--- src/hw/cpu_pkg.sv ---
package cpu_pkg;

    // Datapath and address width
    localparam int XLEN      = 32;
    localparam int REG_IDX_W = 4;
    localparam int IMM_W     = 12;

    // Register 15 is the program counter
    localparam logic [REG_IDX_W-1:0] REG_PC = 4'd15;

    // ALU operations, encoded as insn[15:12]
    typedef enum logic [3:0] {
        OP_OR     = 4'h0,
        OP_AND    = 4'h1,
        OP_ADD    = 4'h2,
        OP_MUL    = 4'h3,
        OP_RSVD   = 4'h4,  // Gives zero before the addend
        OP_SHL    = 4'h5,
        OP_CMP_LE = 4'h6,
        OP_CMP_EQ = 4'h7,
        OP_NOR    = 4'h8,
        OP_NAND   = 4'h9,
        OP_XOR    = 4'hA,
        OP_SUB    = 4'hB,
        OP_XNOR   = 4'hC,
        OP_SHR    = 4'hD,
        OP_CMP_GT = 4'hE,
        OP_CMP_NE = 4'hF   // Only compare that yields 1 instead of all ones
    } alu_op_e;

    // Write-back modes, encoded as insn[29:28]
    // Bit 1 set means a memory store
    typedef enum logic [1:0] {
        REG_RHS      = 2'b00,  // Z <- rhs
        REG_LOAD     = 2'b01,  // Z <- [rhs]
        STORE_AT_Z   = 2'b10,  // [Z] <- rhs
        STORE_AT_RHS = 2'b11   // [rhs] <- Z
    } deref_e;

endpackage

--- src/hw/alu.sv ---
`timescale 1ns/1ns

module alu import cpu_pkg::*; (
    input  alu_op_e         i_op,
    input  logic            i_type,
    input  logic [XLEN-1:0] i_x,
    input  logic [XLEN-1:0] i_y,
    input  logic [XLEN-1:0] i_imm,
    output logic [XLEN-1:0] o_rhs
);

    logic [XLEN-1:0] operand;
    logic [XLEN-1:0] addend;
    logic [XLEN-1:0] result;
    logic [4:0]      shamt;

    // Type 0: (X op Y) + imm, type 1: (X op imm) + Y
    assign operand = i_type ? i_imm : i_y;
    assign addend  = i_type ? i_y   : i_imm;
    assign shamt   = operand[4:0];

    always_comb begin
        case (i_op)
            OP_OR:     result = i_x | operand;
            OP_AND:    result = i_x & operand;
            OP_ADD:    result = i_x + operand;
            OP_MUL:    result = i_x * operand;  // Low 32 bits of the product
            OP_RSVD:   result = '0;
            OP_SHL:    result = i_x << shamt;
            // Signed compares give all ones when true
            OP_CMP_LE: result = {XLEN{$signed(i_x) <= $signed(operand)}};
            OP_CMP_EQ: result = {XLEN{i_x == operand}};
            OP_NOR:    result = ~(i_x | operand);
            OP_NAND:   result = ~(i_x & operand);
            OP_XOR:    result = i_x ^ operand;
            OP_SUB:    result = i_x - operand;
            OP_XNOR:   result = i_x ^ ~operand;
            OP_SHR:    result = i_x >> shamt;   // Logical
            OP_CMP_GT: result = {XLEN{$signed(i_x) > $signed(operand)}};
            OP_CMP_NE: begin
                // Yields 1, not all ones
                result = {{(XLEN-1){1'b0}}, i_x != operand};
            end
            default:   result = '0;
        endcase
    end

    assign o_rhs = result + addend;

endmodule

--- src/hw/core_ctrl.sv ---
`timescale 1ns/1ns

module core_ctrl import cpu_pkg::*; #(
    parameter logic [XLEN-1:0] RESET_VECTOR = '0
) (
    input  logic                 i_reset_n,  // Clock
    input  logic                 i_reset,
    input  logic                 i_normal,
    input  logic                 i_illegal,
    input  deref_e               i_deref,
    input  logic [REG_IDX_W-1:0] i_idx_z,
    input  logic [XLEN-1:0]      i_z,
    input  logic [XLEN-1:0]      i_rhs,
    input  logic [XLEN-1:0]      i_mem_rdata,
    output logic [XLEN-1:0]      o_pc,
    output logic [XLEN-1:0]      o_insn_addr,
    output logic                 o_reg_we,
    output logic [XLEN-1:0]      o_reg_wdata,
    output logic [XLEN-1:0]      o_mem_addr,
    output logic [XLEN-1:0]      o_mem_wdata,
    output logic                 o_mem_we,
    output logic                 o_halt
);

    logic [XLEN-1:0] pc_q;
    logic [XLEN-1:0] pc_next;
    logic            halt_q;
    logic            active;
    logic            wb_reg;
    logic            jump;

    // Instruction executes only when normal, running and out of reset
    assign active = i_normal & ~halt_q & ~i_reset;

    // Register write-back for deref 00 and 01
    assign wb_reg      = active & ~i_deref[1];
    assign o_reg_wdata = (i_deref == REG_LOAD) ? i_mem_rdata : i_rhs;

    // Index 15 goes to the pc, index 0 is dropped
    assign jump     = wb_reg & (i_idx_z == REG_PC);
    assign o_reg_we = wb_reg & (i_idx_z != '0) & (i_idx_z != REG_PC);

    assign pc_next = jump ? o_reg_wdata : pc_q + 1;

    // Memory side, address is rhs except for stores through Z
    assign o_mem_addr  = (i_deref == STORE_AT_Z) ? i_z   : i_rhs;
    assign o_mem_wdata = (i_deref == STORE_AT_Z) ? i_rhs : i_z;
    assign o_mem_we    = active & i_deref[1];

    always_ff @(posedge i_reset_n) begin
        if (i_reset) begin
            pc_q   <= RESET_VECTOR;
            halt_q <= 1'b0;
        end else if (!halt_q) begin
            if (i_illegal) begin
                halt_q <= 1'b1;      // Sticky until reset, pc holds
            end else begin
                pc_q <= pc_next;     // No-ops also step here
            end
        end
    end

    assign o_pc = pc_q;

    // Halted core keeps fetching the reset vector
    assign o_insn_addr = halt_q ? RESET_VECTOR : pc_q;
    assign o_halt      = halt_q;

endmodule

--- src/hw/cpu_core.sv ---
`timescale 1ns/1ns

module cpu_core import cpu_pkg::*; #(
    parameter logic [XLEN-1:0] RESET_VECTOR = '0
) (
    input  logic            i_reset_n,  // Clock
    input  logic            i_reset,
    output logic [XLEN-1:0] o_insn_addr,
    input  logic [XLEN-1:0] i_insn_data,
    output logic [XLEN-1:0] o_mem_addr,
    output logic [XLEN-1:0] o_mem_wdata,
    output logic            o_mem_we,
    input  logic [XLEN-1:0] i_mem_rdata,
    output logic            o_halt
);

    logic [REG_IDX_W-1:0] idx_z;
    logic [REG_IDX_W-1:0] idx_x;
    logic [REG_IDX_W-1:0] idx_y;
    alu_op_e              op;
    deref_e               deref;
    logic                 op_type;
    logic [XLEN-1:0]      imm;
    logic                 normal;
    logic                 illegal;
    logic [XLEN-1:0]      val_x;
    logic [XLEN-1:0]      val_y;
    logic [XLEN-1:0]      val_z;
    logic [XLEN-1:0]      rhs;
    logic [XLEN-1:0]      pc;
    logic                 reg_we;
    logic [XLEN-1:0]      reg_wdata;

    insn_decoder decoder_i (
        .i_insn    (i_insn_data),
        .o_idx_z   (idx_z),
        .o_idx_x   (idx_x),
        .o_idx_y   (idx_y),
        .o_op      (op),
        .o_deref   (deref),
        .o_type    (op_type),
        .o_imm     (imm),
        .o_normal  (normal),
        .o_illegal (illegal)
    );

    reg_file regs_i (
        .i_reset_n (i_reset_n),
        .i_reset   (i_reset),
        .i_idx_x   (idx_x),
        .i_idx_y   (idx_y),
        .i_idx_z   (idx_z),
        .i_pc      (pc),
        .i_we      (reg_we),
        .i_wdata   (reg_wdata),
        .o_x       (val_x),
        .o_y       (val_y),
        .o_z       (val_z)
    );

    alu alu_i (
        .i_op   (op),
        .i_type (op_type),
        .i_x    (val_x),
        .i_y    (val_y),
        .i_imm  (imm),
        .o_rhs  (rhs)
    );

    core_ctrl #(
        .RESET_VECTOR (RESET_VECTOR)
    ) ctrl_i (
        .i_reset_n   (i_reset_n),
        .i_reset     (i_reset),
        .i_normal    (normal),
        .i_illegal   (illegal),
        .i_deref     (deref),
        .i_idx_z     (idx_z),
        .i_z         (val_z),
        .i_rhs       (rhs),
        .i_mem_rdata (i_mem_rdata),
        .o_pc        (pc),
        .o_insn_addr (o_insn_addr),
        .o_reg_we    (reg_we),
        .o_reg_wdata (reg_wdata),
        .o_mem_addr  (o_mem_addr),
        .o_mem_wdata (o_mem_wdata),
        .o_mem_we    (o_mem_we),
        .o_halt      (o_halt)
    );

endmodule

--- src/hw/insn_decoder.sv ---
`timescale 1ns/1ns

module insn_decoder import cpu_pkg::*; (
    input  logic [XLEN-1:0]      i_insn,
    output logic [REG_IDX_W-1:0] o_idx_z,
    output logic [REG_IDX_W-1:0] o_idx_x,
    output logic [REG_IDX_W-1:0] o_idx_y,
    output alu_op_e              o_op,
    output deref_e               o_deref,
    output logic                 o_type,
    output logic [XLEN-1:0]      o_imm,
    output logic                 o_normal,
    output logic                 o_illegal
);

    logic [IMM_W-1:0] imm_raw;

    // Fixed field positions, decoded regardless of class
    assign o_type  = i_insn[30];
    assign o_deref = deref_e'(i_insn[29:28]);
    assign o_idx_z = i_insn[27:24];
    assign o_idx_x = i_insn[23:20];
    assign o_idx_y = i_insn[19:16];
    assign o_op    = alu_op_e'(i_insn[15:12]);
    assign imm_raw = i_insn[IMM_W-1:0];

    // Sign-extend the immediate to full width
    assign o_imm = {{(XLEN-IMM_W){imm_raw[IMM_W-1]}}, imm_raw};

    // Classification by the top nibble
    // 0xxx normal, 1111 illegal, anything else with bit 31 set is a no-op
    always_comb begin
        o_normal  = 1'b0;
        o_illegal = 1'b0;
        casez (i_insn[31:28])
            4'b0???: begin
                o_normal = 1'b1;
            end
            4'b1111: begin
                o_illegal = 1'b1;
            end
            default: begin
                o_normal = 1'b0;  // No-op
            end
        endcase
    end

endmodule

--- src/hw/reg_file.sv ---
`timescale 1ns/1ns

module reg_file import cpu_pkg::*; (
    input  logic                 i_reset_n,  // Clock
    input  logic                 i_reset,
    input  logic [REG_IDX_W-1:0] i_idx_x,
    input  logic [REG_IDX_W-1:0] i_idx_y,
    input  logic [REG_IDX_W-1:0] i_idx_z,
    input  logic [XLEN-1:0]      i_pc,
    input  logic                 i_we,
    input  logic [XLEN-1:0]      i_wdata,
    output logic [XLEN-1:0]      o_x,
    output logic [XLEN-1:0]      o_y,
    output logic [XLEN-1:0]      o_z
);

    // Only registers 1 to 14 hold state
    logic [XLEN-1:0] regs [1:14];

    function automatic logic [XLEN-1:0] read_reg(input logic [REG_IDX_W-1:0] idx);
        if (idx == '0) begin
            return '0;            // Hardwired zero
        end else if (idx == REG_PC) begin
            return i_pc;          // Current instruction address
        end else begin
            return regs[idx];
        end
    endfunction

    assign o_x = read_reg(i_idx_x);
    assign o_y = read_reg(i_idx_y);
    assign o_z = read_reg(i_idx_z);

    // Controller never raises i_we for index 0 or 15
    always_ff @(posedge i_reset_n) begin
        if (i_reset) begin
            for (int i = 1; i <= 14; i++) begin
                regs[i] <= '0;
            end
        end else if (i_we) begin
            regs[i_idx_z] <= i_wdata;
        end
    end

endmodule

--- config.mk ---
export PLATFORM = sky130hd
export DESIGN_NAME = cpu_core
export DESIGN_NICKNAME = d
export VERILOG_FILES = /design/src/hw/cpu_pkg.sv /design/src/hw/alu.sv /design/src/hw/core_ctrl.sv /design/src/hw/cpu_core.sv /design/src/hw/insn_decoder.sv /design/src/hw/reg_file.sv
export SDC_FILE = /design/constraint.sdc
export NUM_CORES = 2
export LEC_CHECK = 0
export BUFFER_PORTS_ARGS = -buffer_cell sky130_fd_sc_hd__buf_4
export CAP_MARGIN = 5
export CORE_ASPECT_RATIO = 0.8
export CORE_UTILIZATION = 45
export CTS_CLUSTER_SIZE = 8
export DETAILED_ROUTE_END_ITERATION = 10
export PLACE_DENSITY = 0.6
export REMOVE_ABC_BUFFERS = 1
export SYNTH_ARGS = -nofsm -noshare
export SYNTH_HDL_FRONTEND = slang
export SYNTH_SLANG_ARGS = --single-unit
--- constraint.sdc ---
create_clock -name i_reset_n -period 19.9 [get_ports i_reset_n]
set_input_delay 3.98 -clock i_reset_n [delete_from_list [all_inputs] [get_ports i_reset_n]]
set_output_delay 3.98 -clock i_reset_n [all_outputs]
set_load 0.03 [all_outputs]
==> metrics.cfg <==
[timing]
fin_crit_ns = 19.48
hold_viol = 0
worst_slew_pin_slew_ns = 1.341
timing.final.crit_share_pct = 97.87
slew_violations = 0
setup_viol = 0
grt_setup_unrepaired = false
timing.slew.headroom_pct = 10.62
max_freq_mhz = 51.34
skew_ns = 0.03185

[placement]
placed_cells = 7893
io_buffers = 163
placed_area_um2 = 63680
dp_hpwl_um = 198900
place.gp.congestion = 1.056

[drt]
vias_per_cell = 6.633
wl_per_cell_um = 34.19
remaining_drc_errors = 0
firstDrtPassIters = 9
wirelength_um = 273600
initialDrtViolationCount = 8498
ant_nets = 0
vias = 53076

[floorplanning]
core_um2 = 129500
placementRows = 118
dieHeight_um = 325.4
die_w_um = 406.3
start_util_pct = 45.44
io_pins = 164
dieArea_um2 = 132200

[critical_path]
crit_type = input pin to output pin
startpoint = i_insn_data[20]
crit_fanout = 33
crit_top_cell = fa_1
cp_slowest_cell = ha_1
end_kind = output pin
crit_path_start_kind = input pin
worstPathBufferInverterCount = 11
r2r-start = regs_i.regs[4][6]
cp.required_ns = 15.92
critPathTopFamily = adder cells
cp_data_arrival_time_ns = 15.50
cp_slowest_stage_delay_ns = 0.59

[logic_synthesis]
synth_edf_count = 506
yosys.area.top_type = edfxtp_1
synth.most_common_cell = nor2_1
ys_seq_area_share_pct = 26.95
synth_area_per_cell_um2 = 9.742
synthFlopType = edfxtp_1
syn_inst = 6039
async_flop_share_pct = 0
synth_area_um2 = 58830
yosys.cell_types.count = 95
yosys_warnings = 0
synthTopCellsByArea = edfxtp_1 (26%), fa_1 (14%), mux4_2 (13%)
yosysTopAreaCellShare_pct = 25.83
synth_commonest_cells = nor2_1 (946), nand2_1 (603), inv_1 (559)
ys_ff_latch = 539

[finish]
fillers = 11984
fin_nets = 6964
instances_no_fill = 8002
area_growth_pct = 12.16
final_area_um2 = 65990
drive_gt1_share_pct = 19.18
register_area_um2 = 15860
multi_input_area_um2 = 39310

[clock_network]
holdBufCountCts = 0
cts-root-buf = clkbuf_16
path_clk_slew_ns = 0.06
cts_buffers = 77
cts_buffer_depth = 3
htreeDepth = 3
tritoncts = built
cts.sink_count = 539
clkLatencyLatePin_ns = 0.68

[grt]
grt.overflow.total = 0
grt_pass1_vias = 50784
grt_pass1_wl_um = 384700
antenna_found_initial = 10
grt_max_degree = 82
grt_usage_pct = 41.20

[job]
drv_cap = 0

[hold_path]
hold_class = flop to flop
hold_start = ctrl_i.o_pc[31]

[outcome]
outcome = complete, no violations

-- repair_timing --
action / CTS / global route
gates resized for setup: 1 / 44
buffers inserted: 0 / 3
endpoints found under the setup margin: 2 / 18
pin swaps: 0 / 5
-- worst register-to-register path, delay by kind of cell, from the launching register on --
kind	cells	cell delay, ns
fa+ha+maj	10	3.97
compound gates	14	3.10
xor+xnor	1	0.26
simple gates	7	1.79
flops	1	0.42
buf+inv	7	1.06
mux	3	1.40
-- registers in the layout, indices dropped and copies added (netlist names) --
signal and flops:
regs_i.regs 506, ctrl_i.o_pc 32, ctrl_i.o_halt 1
-- cell usage in the layout, fill, tap and decap left out, types with 15 or more instances in the layout --
| cell type | instances |
|---|---|
| a211oi_1 | 47 |
| a21o_1 | 41 |
| a21oi_1 | 255 |
| a221o_1 | 17 |
| a221oi_1 | 32 |
| a22oi_1 | 24 |
| a31oi_1 | 15 |
| and2_1 | 26 |
| and3_1 | 18 |
| buf_12 | 17 |
| buf_4 | 514 |
| clkbuf_1 | 15 |
| clkbuf_16 | 77 |
| conb_1 | 58 |
| dfxtp_1 | 33 |
| edfxtp_1 | 506 |
| fa_1 | 411 |
| ha_1 | 252 |
| inv_1 | 554 |
| mux2_2 | 73 |
| mux2i_1 | 190 |
| mux4_2 | 352 |
| nand2_1 | 577 |
| nand2_2 | 19 |
| nand2b_1 | 27 |
| nand3_1 | 42 |
| nand4_1 | 15 |
| nor2_1 | 943 |
| nor2b_1 | 55 |
| nor3_1 | 52 |
| nor4_1 | 16 |
| o211ai_1 | 66 |
| o21ai_0 | 311 |
| o21bai_1 | 30 |
| o221ai_1 | 29 |
| o22a_1 | 36 |
| o22ai_1 | 47 |
| xnor2_1 | 107 |
| xor2_1 | 37 |
-- routing by layer --
metal,global-route usage (%),share of wire [%]
met5,0,0.0080
met4,17.00,4.9
met1,60.37,40
met2,55.08,40
met3,13.72,15
-- cell type report --
class                           instances  share of cell area (%)
Timing Repair Buffer                  540                   6.538
Antenna cell                            7                 0.02655
Tap cell                             1740                   3.299
Clock buffer                           92                   3.005
Sequential cell                       539                   24.03
Inverter                              578                   3.322
Multi-Input combinational cell       4499                   59.57
Clock inverter                          7                  0.2086
-- cell families (layout without fill, tap and decap cells) --
group / Yosys count / in the layout / synth area share, %
AOI/OAI and AO/OA: 1132 / 1132 / 12.55
muxes: 622 / 622 / 18.23
other: 1 / 65 / 0.006374
adders and majority gates: 663 / 663 / 19.34
buffers and inverters: 1058 / 1217 / 7.322
and+or+nand+nor: 1872 / 1872 / 13.18
DFF: 539 / 539 / 26.95
xor gates and xnor gates: 152 / 152 / 2.416
-- path summary, 6_finish.rpt --
path	end	slack, ns	depth (start not counted)
setup / recovery	o_mem_wdata[31]	0.42	37
hold / removal	ctrl_i.o_pc[31]	0.64	2
setup reg to reg	regs_i.regs[14][24]	7.60	42
hold reg to reg	ctrl_i.o_pc[31]	0.64	2
-- metrics by stage --
step	worst slack, ns	TNS [ns]	utilization, %	hold WS (ns)
floorplan	-2.945	-79.79	-	0.4805
global placement	0.1190	0	49.18	0.5790
detailed placement	0.01091	0	49.18	0.6051
CTS	0.05211	0	50.82	0.6207
global route	0.008548	0	50.95	0.6559
finish	0.4236	0	50.96	0.6371
Power is not shown: default switching activity piles up to over one toggle a cycle in this logic, so the estimate is an artifact.
